### config.mk
export PLATFORM = sky130hd
export DESIGN_NAME = coeffBank
export DESIGN_NICKNAME = d
export VERILOG_FILES = /design/src/logic/complexFirPkg.sv /design/src/logic/coeffBank.sv
export SDC_FILE = /design/constraint.sdc
export NUM_CORES = 1
export LEC_CHECK = 0
export ABC_CLOCK_PERIOD_IN_PS = 1610
export BUFFER_PORTS_ARGS = -buffer_cell sky130_fd_sc_hd__buf_2
export CORE_UTILIZATION = 53
export CTS_BUF_LIST = sky130_fd_sc_hd__clkbuf_4 sky130_fd_sc_hd__clkbuf_8
export DETAILED_ROUTE_END_ITERATION = 12
export PLACE_DENSITY_LB_ADDON = 0.12
export REMOVE_ABC_BUFFERS = 1
export SLEW_MARGIN = 10
export SYNTH_ARGS = -nofsm -noshare
export SYNTH_HDL_FRONTEND = slang
export SYNTH_SLANG_ARGS = --single-unit
### constraint.sdc
create_clock -name clock -period 1.61 [get_ports clock]
set_clock_uncertainty 0.2 [all_clocks]
set_input_delay 0.322 -clock clock [delete_from_list [all_inputs] [get_ports clock]]
set_output_delay 0.322 -clock clock [all_outputs]
set_load 0.005 [all_outputs]
### src/logic/complexFirPkg.sv
// Complex FIR shared definitions
`default_nettype none

package complexFirPkg;

	// Width of one real or imaginary part of a sample or a coefficient.
	localparam int DATA_WIDTH = 8;

	// Number of filter taps.
	localparam int TAP_COUNT = 12;

	// One complex product part is the difference or sum of two full products.
	// That takes one bit more than a single product.
	localparam int PROD_WIDTH = 2 * DATA_WIDTH + 1;

	// Summing TAP_COUNT products grows the word by the ceiling log2 of the tap count.
	localparam int ACC_WIDTH = PROD_WIDTH + $clog2(TAP_COUNT);

	// The loader counter must reach TAP_COUNT + 1, which marks a finished load.
	localparam int COUNT_WIDTH = $clog2(TAP_COUNT + 1);

	// Edges from sample acceptance until the summed result is registered.
	localparam int PIPE_LATENCY = 2;

	// Real parts of the coefficient table, index 0 first.
	// Index 0 is streamed first and ends up in tap 0.
	localparam logic signed [DATA_WIDTH-1:0] COEFF_RE [TAP_COUNT] = '{
		8'sd3,
		8'sd2,
		8'sd17,
		8'sd0,
		8'sd55,
		8'sd120,
		8'sd123,
		8'sd56,
		-8'sd99,
		-8'sd109,
		8'sd23,
		-8'sd60
	};

	// Imaginary parts, matching COEFF_RE entry for entry.
	localparam logic signed [DATA_WIDTH-1:0] COEFF_IM [TAP_COUNT] = '{
		8'sd7, 8'sd0, 8'sd5, -8'sd3,
		-8'sd103, -8'sd111, -8'sd24, 8'sd96,
		-8'sd32, -8'sd76, -8'sd14, 8'sd10
	};

endpackage

`default_nettype wire
### src/logic/coeffBank.sv
// Coefficient tap registers
`timescale 1ns/1ps
`default_nettype none

module coeffBank (
	input  wire logic clock,
	input  wire logic rst,
	input  wire logic coeffShift,
	input  wire logic signed [complexFirPkg::DATA_WIDTH-1:0] coeffRe,
	input  wire logic signed [complexFirPkg::DATA_WIDTH-1:0] coeffIm,
	output logic signed [complexFirPkg::DATA_WIDTH-1:0] tapRe [complexFirPkg::TAP_COUNT],
	output logic signed [complexFirPkg::DATA_WIDTH-1:0] tapIm [complexFirPkg::TAP_COUNT]
);

	import complexFirPkg::*;

	// Two shift registers, one per complex part, advancing together.
	// The newest coefficient enters at the top tap and older ones move down.
	// After TAP_COUNT shifts the first streamed coefficient sits in tap 0.
	always_ff @(posedge clock) begin
		if (rst) begin
			for (int k = 0; k < TAP_COUNT; k++) begin
				tapRe[k] <= '0;
				tapIm[k] <= '0;
			end
		end else if (coeffShift) begin
			for (int k = 0; k < TAP_COUNT - 1; k++) begin
				tapRe[k] <= tapRe[k + 1];
				tapIm[k] <= tapIm[k + 1];
			end
			tapRe[TAP_COUNT - 1] <= coeffRe;
			tapIm[TAP_COUNT - 1] <= coeffIm;
		end
	end

	// During a reload the taps hold a mix of old and new values.
	// That is harmless because the datapath accepts no samples until the
	// loader raises its flag, and the flag rises only after the full load.

	// No other state lives here.
	// All taps are presented in parallel to the multipliers every cycle.

endmodule

`default_nettype wire

Yosys cells after proc, flatten, opt, wreduce, memory -nomap -nowiden. Cells that the tools add are included.

Bits in registers: 192. Logic and storage cells: 24.

Longest topological paths before layout.
Word-level depth: 0. Mapped depth: 5. Mapped depth without buffers: 2.

Least setup slack after synthesis. No wires, ideal clock.

Kind: input -> register. From: in coeffShift. To: reg tapIm[42] (netlist bit). Library setup time: 0.128 ns. Arrival time: 0.965 ns. Data required time: 1.282 ns. Slack: 0.317 ns. Cell stages on the path: 5. Path buffers: 3. Path through: buf_4 buf_12 buf_12 mux2i_1 nor2_1.

RTL lines: start: declaration (RTL line coeffBank.sv:8) `input wire logic coeffShift,`; end signal: indexed assignment (RTL line coeffBank.sv:29) `tapIm[k] <= tapIm[k + 1];`; end signal: indexed assignment (RTL line coeffBank.sv:32) `tapIm[TAP_COUNT - 1] <= coeffIm;`; end: declaration (RTL line coeffBank.sv:12) `output logic signed [complexFirPkg::DATA_WIDTH-1:0] tapIm [complexFirPkg::TAP_COUNT]`.

Worst setup path after layout.
From: reg tapRe[79] (netlist bit). To: out tapRe[79] (netlist bit).

RTL lines: start: declaration (RTL line coeffBank.sv:11) `output logic signed [complexFirPkg::DATA_WIDTH-1:0] tapRe [complexFirPkg::TAP_COUNT],`; start signal: indexed assignment (RTL line coeffBank.sv:28) `tapRe[k] <= tapRe[k + 1];`; start signal: indexed assignment (RTL line coeffBank.sv:31) `tapRe[TAP_COUNT - 1] <= coeffRe;`.

No word-level cell between the ends.

==> flow_metrics.env <==
export IMPL_outcome="complete, no violations"
export IMPL_finalSetupViolations=0
export IMPL_die_h_um=117
export IMPL_drv_slew=0
export IMPL_synth_seq_cells=192
export IMPL_period_share_pct=93.6
export IMPL_grt_max_degree=96
export IMPL_synth_top_family_by_area="multiplexers"
export IMPL_clock_path_buffers=2
export IMPL_yosys_warnings=0
export IMPL_finalHoldViolCount=0
export IMPL_layout_drive_gt1_share_pct=30.1
export IMPL_swShare_pct=20.6
export IMPL_gp_congestion=0.732
export IMPL_irDropWorstVdd_v=0.000584
export IMPL_hpwl_um=9330
export IMPL_post_cts_resized=0
export IMPL_antenna_found_initial=0
export IMPL_hold_path_class="in -> reg"
export IMPL_worst_pin_slew_ns=0.388
export IMPL_initialDrtViolationCount=175
export IMPL_cts_sinks=192
export IMPL_slew_headroom_pct=74.1
export IMPL_synth_top_area_cell="dfxtp_1"
export IMPL_reg2reg_to="tapIm[54]"
export IMPL_netlist_instances=619
export IMPL_path_buf_inv=1
export IMPL_r2r_start="tapIm[46]"
export IMPL_share_comb_of_total_power_pct=5.8
export IMPL_end_kind="output port"
export IMPL_layout_commonest_cell="buf_2"
export IMPL_whs_ns=0.0838
export IMPL_seq_power_share_pct=55.5
export IMPL_dr_pass1_iters=4
export IMPL_layout_common_cells="208 x buf_2, 192 x mux2i_1, 192 x nor2_1, 192 x dfxtp_1, 19 x clkbuf_8"
export IMPL_synth_area_leaders="dfxtp_1 55%, mux2i_1 27%, nor2_1 10%, buf_12 5.7%, buf_2 1.1%"
export IMPL_grt_pass1_wl_um=20700
export IMPL_grt_overflow=0
export IMPL_start_util_pct=54.8
export IMPL_synth_compound_area_share_pct=0
export IMPL_critPathKind="reg -> out"
export IMPL_ios=211
export IMPL_clk_pin_slew_ns=0.08
export IMPL_synth_fa_ha_area_share_pct=0
export IMPL_worst_ep_required_time_ns=1.09
export IMPL_viasPerCell=4.81
export IMPL_wl_per_cell_um=13.1
export IMPL_cts_buffers=17
export IMPL_die_x_um=117
export IMPL_power_switching_uw=1790
export IMPL_crit_family="flip-flops"
export IMPL_dr_total_vias=4903
export IMPL_holdPathStages=3
export IMPL_grt_pass1_vias=4522
export IMPL_area_delta_synth_final_pct=22.3
export IMPL_syn_cell_area_um2=7000
export IMPL_htree_num_levels=4
export IMPL_core_um2=12800
export IMPL_synth_xor_area_share_pct=0
export IMPL_hold_end="tapIm[51]"
export IMPL_ant_nets=0
export IMPL_path_depth=1
export IMPL_drc=0
export IMPL_yosysTopAreaCellShare_pct=54.9
export IMPL_cp_max_fo=3
export IMPL_synth_simple_area_share_pct=10.3
export IMPL_synth_mux_area_fraction_pct=27.5
export IMPL_cts_tree="done"
export IMPL_tns_ns=0
export IMPL_power_share_clock_pct=38.7
export IMPL_io_buffers=210
export IMPL_die_area_um2=13700
export IMPL_diodes=0
export IMPL_rr_worst_depth=2
export IMPL_grt_usage_pct=19.5
export IMPL_max_stage_delay_ns=0.40
export IMPL_max_freq_mhz=663
export IMPL_power_density_nw_per_um2=1020
export IMPL_min_delay_start="coeffShift"
export IMPL_fin_crit_ns=1.51
export IMPL_routed_wl_um=13400
export IMPL_insertion_delay_ns=0.45
export IMPL_placementRows=41
export IMPL_rsz0062_at_grt="no"
export IMPL_avgSynthCellArea_um2=11.3
export IMPL_r2r_setup_slack_ns=0.72
export IMPL_startpoint_type="flip-flop"
export IMPL_cp_cell_sequence="buf_2"
export IMPL_maxCapViolations=0
export IMPL_clockRootBuffer="clkbuf_8"
export IMPL_fillers=1027
export IMPL_p_int_uw=6900
export IMPL_arrival_ns=0.99
export IMPL_synth_cell_types=7
export IMPL_stdcell_count=1020
export IMPL_p_leak_uw=0.00449
export IMPL_yosysSeqAreaShare_pct=54.9
export IMPL_dp_cells=972
export IMPL_critical_path_slowest_cell="dfxtp_1"
export IMPL_nNetsFinal=855
power groups by stage:
stage	logic, uW	clock network (uW)	registers [uW]
2_1_floorplan	150	0	4940
3_3_place_gp	464	0	4940
3_5_place_dp	472	0	4940
4_1_cts	505	3450	4830
5_1_grt	540	3660	4840
6_report	500	3370	4830
cells by family (layout without fill, tap and decap cells):
logic type | Yosys count | in the layout
mux | 192 | 192
flops | 192 | 192
simple gates | 192 | 192
buf+inv | 43 | 272
sequential cells by signal (all words and copies together) (netlist names):
signal and flops:
tapIm 96, tapRe 96
metrics by stage:
| stage | power (uW) | worst slack, ns | area [um^2] | util (%) |
|---|---|---|---|---|
| global route | 9040 | 0.0446 | 8560 | 67.0 |
| floorplan | 5090 | 0.759 | 6490 | - |
| CTS | 8790 | 0.0748 | 8560 | 67.0 |
| detailed placement | 5410 | 0.127 | 7960 | 62.3 |
| global placement | 5400 | 0.185 | 7960 | 62.3 |
| finish | 8700 | 0.103 | 8560 | 67.0 |
repair_timing:
| action | CTS | global route |
|---|---|---|
| setup buffers | 0 | 0 |
| hold buffers | 17 | 0 |
| endpoints found under the hold margin | 18 | 0 |
cell usage after synthesis:
cell type / n
dfxtp_1: 192
buf_12: 20
clkbuf_1: 5
buf_2: 16
buf_4: 2
mux2i_1: 192
nor2_1: 192
layer usage:
layer / part of all wire [%] / vias up / global-route usage [%]
met4: 1.6 / 0 / 8.02
met5: 0 / - / 0
li1: - / 2485 / -
met3: 8.0 / 17 / 7.93
met1: 44 / 2268 / 22.5
met2: 47 / 133 / 32.3
final cells by class:
type / instances / area [um^2] / area share [%]
clock buffer: 25 / 307 / 3.58
sequential: 192 / 3840 / 44.9
multi-input combinational: 384 / 2640 / 30.9
timing repair buffer: 241 / 1430 / 16.7
tap: 172 / 215 / 2.51
clock inverter: 6 / 130 / 1.52
worst max-delay path by stage:
stage,startpoint,end,slack [ns]
global placement,coeffShift,tapRe[53],0.19
floorplan,tapIm[0],tapIm[0],0.76
CTS,tapIm[56],tapIm[56],0.07
detailed placement,coeffShift,tapIm[46],0.13
finish,tapRe[79],tapRe[79],0.10
global route,tapRe[79],tapRe[79],0.04
Power figures use the tool's default switching activity.
