File: src/logic/complexFirPkg.sv
// Complex FIR shared definitions
`default_nettype none

package complexFirPkg;

	// Width of one real or imaginary part of a sample or a coefficient.
	localparam int DATA_WIDTH = 8;

	// Number of filter taps.
	localparam int TAP_COUNT = 12;

	// One complex product part is the difference or sum of two full products.
	// That takes one bit more than a single product.
	localparam int PROD_WIDTH = 2 * DATA_WIDTH + 1;

	// Summing TAP_COUNT products grows the word by the ceiling log2 of the tap count.
	localparam int ACC_WIDTH = PROD_WIDTH + $clog2(TAP_COUNT);

	// The loader counter must reach TAP_COUNT + 1, which marks a finished load.
	localparam int COUNT_WIDTH = $clog2(TAP_COUNT + 1);

	// Edges from sample acceptance until the summed result is registered.
	localparam int PIPE_LATENCY = 2;

	// Real parts of the coefficient table, index 0 first.
	// Index 0 is streamed first and ends up in tap 0.
	localparam logic signed [DATA_WIDTH-1:0] COEFF_RE [TAP_COUNT] = '{
		8'sd3,
		8'sd2,
		8'sd17,
		8'sd0,
		8'sd55,
		8'sd120,
		8'sd123,
		8'sd56,
		-8'sd99,
		-8'sd109,
		8'sd23,
		-8'sd60
	};

	// Imaginary parts, matching COEFF_RE entry for entry.
	localparam logic signed [DATA_WIDTH-1:0] COEFF_IM [TAP_COUNT] = '{
		8'sd7, 8'sd0, 8'sd5, -8'sd3,
		-8'sd103, -8'sd111, -8'sd24, 8'sd96,
		-8'sd32, -8'sd76, -8'sd14, 8'sd10
	};

endpackage

`default_nettype wire
File: src/logic/coeffLoader.sv
// Coefficient table loader
`timescale 1ns/1ps
`default_nettype none

module coeffLoader (
	input  wire logic clock,
	input  wire logic rst,
	input  wire logic enable,
	output logic coeffShift,
	output logic coeffSetFlag,
	output logic signed [complexFirPkg::DATA_WIDTH-1:0] coeffRe,
	output logic signed [complexFirPkg::DATA_WIDTH-1:0] coeffIm
);

	import complexFirPkg::*;

	// Counts the edges seen with enable high during a load.
	// A count of 0 means idle, counts 1 to TAP_COUNT emit the table, and
	// TAP_COUNT + 1 means the load is finished.
	logic [COUNT_WIDTH-1:0] count;

	// Table index emitted at the current edge.
	// It trails the count by one, since the first enabled edge only arms the loader.
	logic [COUNT_WIDTH-1:0] tapIndex;

	// High once every table entry has been sent.
	logic loadDone;

	assign tapIndex = count - COUNT_WIDTH'(1);
	assign loadDone = (count == COUNT_WIDTH'(TAP_COUNT + 1));

	always_ff @(posedge clock) begin
		if (rst || !enable) begin
			// Dropping enable returns the loader to idle.
			// A later rise of enable reloads from index 0.
			count <= '0;
			coeffShift <= 1'b0;
			coeffSetFlag <= 1'b0;
			coeffRe <= '0;
			coeffIm <= '0;
		end else if (loadDone) begin
			// The last coefficient was shifted into the bank at this same edge.
			// So the taps are complete whenever the flag reads high.
			coeffShift <= 1'b0;
			coeffSetFlag <= 1'b1;
		end else begin
			count <= count + COUNT_WIDTH'(1);

			// The first enabled edge only starts the count.
			if (count != '0) begin
				coeffShift <= 1'b1;
				coeffRe <= COEFF_RE[tapIndex];
				coeffIm <= COEFF_IM[tapIndex];
			end
		end
	end

	// Timing of one load, with E0 the first edge that sees enable high.
	// Edges E1 through E12 register coefficients 0 through 11 with the strobe high.
	// The bank takes them at edges E2 through E13.
	// At E13 the strobe drops and the ready flag rises together.
	// The flag then holds for as long as enable stays high.

	// Unlike a plain compare against the table length, the finished state
	// stops the counter, so it never wraps and never restarts a load by itself.

endmodule

`default_nettype wire

File: config.mk
export PLATFORM = sky130hd
export DESIGN_NAME = coeffLoader
export DESIGN_NICKNAME = d
export VERILOG_FILES = /design/src/logic/complexFirPkg.sv /design/src/logic/coeffLoader.sv
export SDC_FILE = /design/constraint.sdc
export NUM_CORES = 1
export LEC_CHECK = 0
export BUFFER_PORTS_ARGS = -buffer_cell sky130_fd_sc_hd__buf_2
export CAP_MARGIN = 20
export CORE_MARGIN = 4
export CORE_UTILIZATION = 35
export CTS_CLUSTER_DIAMETER = 150
export DETAILED_ROUTE_END_ITERATION = 8
export SLEW_MARGIN = 15
export SYNTH_ARGS = -nofsm -noshare
export SYNTH_HDL_FRONTEND = slang
export SYNTH_SLANG_ARGS = --single-unit
File: constraint.sdc
create_clock -name clock -period 4.55 [get_ports clock]
set_input_delay 0.91 -clock clock [delete_from_list [all_inputs] [get_ports clock]]
set_output_delay 0.91 -clock clock [all_outputs]
set_load 0.01 [all_outputs]
-- Word level (Yosys, flattened, before mapping)
Memory sizes are Yosys's and may differ from the RTL's. A register that Yosys moved wholly into a read port is not among the register bits.
Cells that the tools add are included.
- eq/ne operators: 1
- $add $sub $neg: 2
- bitwise operators: 2
- reductions and logical operators: 5
- operator list (cell ; number):
    4-bit NOT with 5-bit output ; 1
    4-bit by 1-bit adder with 4-bit output, second input constant ; 1
    4-bit == test, second input constant ; 1
    4-bit nonzero test ; 1
    4-bit by 1-bit subtractor with 4-bit output, second input constant ; 1
    2-bit AND reduction ; 1
    2-bit OR reduction ; 1
    1-bit zero test ; 1
    1-bit logical OR ; 1
    1-bit NOT ; 1
- bits in registers: 6
- word-level logic and storage cells: 15
- memories kept: 2
- bits of input ports: 3
- ROM bits: 256
- output and inout bits: 18
- memory list (name ; words ; bits a word ; rd ports ; clocked after memory_dff ; write ports ; RTL line ; RTL):
    (name not given) ; 16 ; 8 ; 1 ; 1 ; 0 ; coeffLoader.sv:53 ; coeffIm <= COEFF_IM[tapIndex];
    (name not given) ; 16 ; 8 ; 1 ; 1 ; 0 ; coeffLoader.sv:52 ; coeffRe <= COEFF_RE[tapIndex];

-- Logic depth before layout (Yosys ltp)
Gate-level depths: netlist of run 1.
- depth after elaboration: 3
- gate-level depth with buffers: 9
- mapped depth without buffers: 7

-- Worst setup path after synthesis of run 1
Ideal clock, no wire load.
- kind: flip-flop to flip-flop
- from: reg count[0]
- to: reg coeffIm[2] in the netlist's numbering
- stages on the path, launching flop included: 10
- path buffers: 2
- setup time: 0.071 ns
- data arrival time: 1.903 ns
- slack: 2.576 ns
- path through: dfxtp_1 -> buf_2 -> inv_1 -> ha_1 -> buf_2 -> nor2b_1 -> a21oi_2 -> o21ai_2 -> or3_1 -> a21oi_1
- RTL lines (what ; RTL line ; RTL):
    start: declaration ; coeffLoader.sv:20 ; logic [COUNT_WIDTH-1:0] count;
    start signal: assignment ; coeffLoader.sv:47 ; count <= count + COUNT_WIDTH'(1);
    4-bit by 1-bit subtractor with 4-bit output ; coeffLoader.sv:29 ; assign tapIndex = count - COUNT_WIDTH'(1);
    named net tapIndex[0] ; coeffLoader.sv:24 ; logic [COUNT_WIDTH-1:0] tapIndex;
    4-bit NOT with 5-bit output (not written as such) ; coeffLoader.sv:53 ;
    end: declaration ; coeffLoader.sv:12 ; output logic signed [complexFirPkg::DATA_WIDTH-1:0] coeffIm
The timed path passes the listed nets, and every way through them passes these cells.
A chain may end at the register's enable or synchronous reset.

-- Worst setup path in the final report of run 1
- from: reg count[0]
- to: reg coeffIm[0] in the netlist's numbering
The elaborated chain is that of the path after synthesis.

==> results of run 1 <==
## worst paths after layout
check,start,endpoint,slack (ns),cells past startpoint
max,count[0]$_SDFFE_PP0P_,coeffIm[0]$_SDFFE_PP0P_,2.21,7
max reg2reg,count[0]$_SDFFE_PP0P_,coeffIm[0]$_SDFFE_PP0P_,2.21,7
min,coeffIm[2]$_SDFFE_PP0P_,coeffIm[2]$_SDFFE_PP0P_,0.46,2
min reg2reg,coeffIm[2]$_SDFFE_PP0P_,coeffIm[2]$_SDFFE_PP0P_,0.46,2
## layout make-up
type / count / area, µm²
clock buffer: 3 / 22.5
clock inverter: 1 / 30.0
fill: 355 / 2010
inverter: 6 / 22.5
multi-input combinational: 116 / 711
sequential: 22 / 440
tap: 46 / 57.6
timing repair buffer: 20 / 100
## tightest hold or removal path, stage by stage, from the launching register on
cell and delay [ns]:
dfxtp_1 0.33, nand2_1 0.05, a21oi_1 0.05
## logic make-up (layout without fill, tap and decap cells)
group | count (synthesis) | count (layout) | synth area share
xor gates and xnor gates | 5 | 5 | 0.0473
DFF | 22 | 22 | 0.354
and+or+nand+nor | 47 | 47 | 0.185
AOI/OAI and AO/OA | 58 | 58 | 0.279
adders and majority gates | 6 | 6 | 0.0604
buffers and inverters | 17 | 30 | 0.0735
## registers in the layout, indices dropped and copies added (netlist names)
name and cells:
coeffShift 1, coeffSetFlag 1, coeffIm 8, count 4
coeffRe 8
## routing by layer
layer | routed length (µm) | vias up
met5 | 0 | -
met3 | 182 | 4
li1 | - | 574
met1 | 1380 | 524
met2 | 1290 | 36
met4 | 36 | 0
## power by group
part / total [µW] / switching [µW] / leakage (µW) / internal [µW]
combinational: 70.9 / 44.6 / 0.000373 / 26.3
sequential: 205 / 5.64 / 0.000179 / 200
clock: 152 / 62.5 / 0.0000279 / 89.1
total: 428 / 113 / 0.000580 / 315
## layout by cell type, fill, tap and decap left out, drive strengths merged
cell type,instances
dfxtp,22
nand3,3
o21a,1
o211a,1
ha,6
a221oi,1
inv,6
nor3b,1
and3,1
a21o,1
xor2,1
a31oi,4
o21ai,19
nor2,13
o22ai,5
o2bb2ai,1
or2,1
o41ai,1
o31ai,1
xnor2,4
clkbuf,3
a211o,1
o31a,1
nor3,8
nor2b,3
buf,20
or3,1
a211oi,1
nand2b,3
a21oi,20
bufinv,1
nand2,13
## stage by stage
| stage | setup WS [ns] | std cells | hold slack (ns) | utilization | area (µm²) |
|---|---|---|---|---|---|
| global route | 1.94 | 214 | 0.494 | 0.408 | 1380 |
| CTS | 2.20 | 214 | 0.465 | 0.408 | 1380 |
| detailed placement | 2.24 | 210 | 0.447 | 0.393 | 1330 |
| floorplan | 2.58 | 155 | 0.481 | - | 1240 |
| finish | 2.21 | 214 | 0.461 | 0.408 | 1380 |
| global placement | 2.38 | 210 | 0.443 | 0.393 | 1330 |
==> flow_metrics.tcl, run 1 <==
set metrics [dict create \
    grtUsageMet2 0.202 \
    required_ns 4.77 \
    clkTransAtPathRegs_ns 0.13 \
    cp_cell_sequence "inv_1 -> ha_1 -> nand2b_1 -> o21a_1 -> o41ai_1 -> a211oi_1 -> nor2_1" \
    busiest_layer "met2" \
    slew_violations 0 \
    synth_ff_type "dfxtp_1" \
    drv_cap 0 \
    dr.pass1.iters 4 \
    area_delta_synth_final_pct 11.4 \
    ant_nets 0 \
    synth_seq_cells 22 \
    cts-resized-gates 0 \
    fin_crit_sh 0.515 \
    syn_avg_cell_area_um2 8.02 \
    status "finished, final reports clean" \
    overflow 0 \
    fin_tns_setup_ns 0 \
    core_um2 3390 \
    power_density_nw_per_um2 309 \
    p_leak_uw 0.000580 \
    ys_async_sr_fraction 0 \
    synthTopCellsByArea "dfxtp_1 35%, a21oi_1 7.3%, o21ai_0 6.8%" \
    yosysUniqueCellTypes 39 \
    ys_seq_area_frac 0.354 \
    fin_nets 178 \
    syn_area_um2 1240 \
    num_vias 1138 \
    track_usage 0.142 \
    wl_per_cell_um 13.5 \
    htreeDepth 1 \
    power_uw 428 \
    n_antenna_cell 0 \
    die-height_um 67.6 \
    fp.dieW_um 67.6 \
    die_area_um2 4570 \
    tightest_slew_ns 0.907 \
    syn_nets 164 \
    max_freq_ghz 0.427 \
    avgViaCountPerCell 5.32 \
    grt_antenna_before_repair 0 \
    cp-end-kind "register" \
    postCtsHoldBufs 0 \
    portBuffers 20 \
    synth_top_area_share 0.354 \
    rsz0062_at_grt "false" \
    crit_fanout 15 \
    clkLatencyLatePin_ns 0.31 \
    critPathKind "register to register" \
    ys.warnings.count 0 \
    slowest_delay_ns 0.60 \
    cts_inserted_buffers 3 \
    path_delay_family "compound AO/OA/AOI/OAI gates" \
    grt_use_met3 0.0399 \
    slowest_stage "dfxtp_1" \
    crit_arrival_ns 2.56 \
    met1_usage 0.193 \
    dp_hpwl_um 2090 \
    skew_ns 0.00425 \
    relSlewSlack 0.395 \
    netlist_top_cells_count "22 x dfxtp_1, 18 x a21oi_1, 17 x o21ai_0" \
    drc 0 \
    yosys.area.top_type "dfxtp_1" \
    hold_viol 0 \
    yosysMostFrequentCell "dfxtp_1" \
    grt_pass1_wl_um 4890 \
    min_period_ns 2.34 \
    cts_tree "done" \
    setup_viol 0 \
    final_layout_size_suffix_gt1_frac 0.185 \
    gp_congestion 0.903 \
    wirelength_um 2880 \
    ios 21 \
    start_kind "register" \
    rows 21 \
    ir_drop_uv 199 \
    cp_num_buf_inv 1 \
    synth_edf_count 0 \
    cts_setup_buffers 0 \
    cts_root_buf "clkbuf_4" \
    dr.first_iter.drc_count 72 \
    first_global_vias 1068 \
    netlist_instances 155 \
    start_util 0.367 \
    clock_path_buffers 2 \
    min_path_type "register to register" \
    cts_sinks 22 \
    grt_max_degree 25 \
]
Note: power is estimated with default switching activity, not from simulation.
==> run 2, diff against run 1 <==
clock period = 2.3 ns   (was 4.55 ns; I/O delays follow)
==> run 2 against run 1 <==
  * Critical path depth did not move
  * Via count rose by 1.5%
  * First-iteration DRC count rose by 5.6%
  * Routed wire length rose by 0.66%
  * Cell count rose by 3.7%
  * Power rose by 98%
  * Flip-flop and latch count did not move
  * Clock skew fell by 0.0033 ns
  * Sequential power rose by 96%
  * Maximum frequency rose by 20%
  * Combinational power rose by 120%
  * Non-clock buffer count rose by 8
==> flow_metrics.tcl, run 2 (synthesis gave the netlist of run 1 again) <==
set metrics [dict create \
    dp_hpwl_um 2170 \
    ant_nets 0 \
    hold_depth 2 \
    fin_crit_sh 0.852 \
    cts_setup_buffers 0 \
    grt_pass1_wl_um 4900 \
    fp.dieW_um 67.6 \
    final_common_cell "dfxtp_1" \
    r2r-start "count[0]$_SDFFE_PP0P_" \
    setup_viol 0 \
    dr.pass1.iters 4 \
    start_kind "register" \
    final_cell_mix "22 x dfxtp_1, 20 x buf_2, 18 x a21oi_1" \
    avgViaCountPerCell 5.20 \
    post_dp_cell_area_um2 1390 \
    stdcell_area_um2 1440 \
    final_layout_size_suffix_gt1_frac 0.222 \
    drv_cap 0 \
    ir_drop_uv 376 \
    cts_tree "done" \
    crit_arrival_ns 2.17 \
    start_util 0.367 \
    power_uw 848 \
    relSlewSlack 0.543 \
    max_freq_ghz 0.510 \
    clkLatencyLatePin_ns 0.31 \
    die-height_um 67.6 \
    tightest_slew_ns 0.681 \
    p_leak_uw 0.000621 \
    hold_start "coeffIm[2]$_SDFFE_PP0P_" \
    grt_max_degree 15 \
    cts_sinks 22 \
    gp_congestion 0.928 \
    crit_fanout 11 \
    hold_viol 0 \
    htreeDepth 1 \
    min_path_type "register to register" \
    clkTransAtPathRegs_ns 0.12 \
    grt_antenna_before_repair 0 \
    fin_nets 186 \
    startpoint "count[0]$_SDFFE_PP0P_" \
    worst_hold_slack_ns 0.467 \
    first_global_vias 1061 \
    skew_ns 0.000970 \
    fin_tns_setup_ns 0 \
    status "finished, final reports clean" \
    cts-resized-gates 0 \
    track_usage 0.142 \
    clock_path_buffers 2 \
    portBuffers 20 \
    power_density_nw_per_um2 587 \
    core_um2 3390 \
    dr.first_iter.drc_count 76 \
    wl_per_cell_um 13.1 \
    slew_violations 0 \
    wirelength_um 2900 \
    num_vias 1155 \
    rsz0062_at_grt "false" \
    largestRegisters "coeffIm x8, coeffRe x8, count x4" \
    cts_root_buf "clkbuf_4" \
    min_period_ns 1.96 \
    overflow 0 \
    n_antenna_cell 0 \
    die_area_um2 4570 \
    area_delta_synth_final_pct 16.2 \
    rows 21 \
    cts_inserted_buffers 3 \
    fill_cells 354 \
    r2r_cells 7 \
    ios 21 \
    drc 0 \
    critPathKind "register to register" \
    postCtsHoldBufs 0 \
    required_ns 2.51 \
    cp-end-kind "register" \
]
[run 2: cell count changes in the layout (fill, tap and decap cells not counted), sizes merged]
cell / previous run / this run
buf: 20 / 28
[run 2: critical path: stages, from the launching register on]
cell	delay, ns
dfxtp_1	0.33
inv_1	0.17
ha_1	0.32
nand2b_1	0.16
o21ai_1	0.57
nor3_1	0.11
a21oi_1	0.14
nor2_1	0.05
[run 2: area by class of cell]
cell class                 count  area, µm²  area share
inverter                       6       22.5      0.0156
clock buffer                   3       22.5      0.0156
clock inverter                 1       30.0      0.0208
multi-input combinational    116        711       0.492
sequential                    22        440       0.305
tap                           46       57.6      0.0399
timing repair buffer          28        160       0.111
[run 2: layer usage]
layer	up-vias	routed length (µm)	GRT usage
li1	587	-	-
met1	526	1410	0.184
met2	38	1260	0.227
met3	4	202	0.0399
met4	0	31	0.0430
met5	-	0	0
[run 2: path summary, 6_finish.rpt]
kind | to | slack [ns]
setup / recovery | coeffRe[7]$_SDFFE_PP0P_ | 0.34
hold reg to reg | coeffIm[2]$_SDFFE_PP0P_ | 0.47
setup reg to reg | coeffRe[7]$_SDFFE_PP0P_ | 0.34
hold / removal | coeffIm[2]$_SDFFE_PP0P_ | 0.47
[run 2: where the power goes]
group	leakage [µW]	internal (µW)	total, µW	switching, µW
clock network	0.0000279	176	294	118
registers	0.000179	395	401	6.41
logic	0.000414	58.5	153	94.3
total	0.000621	630	848	219
[run 2: through the flow]
stage                     cells  setup WS [ns]  utilization
after floorplan             155          0.326            -
after global placement      218          0.514        0.410
after detailed placement    218          0.365        0.410
after CTS                   222          0.367        0.426
after global routing        222          0.120        0.426
final                       222          0.340        0.426
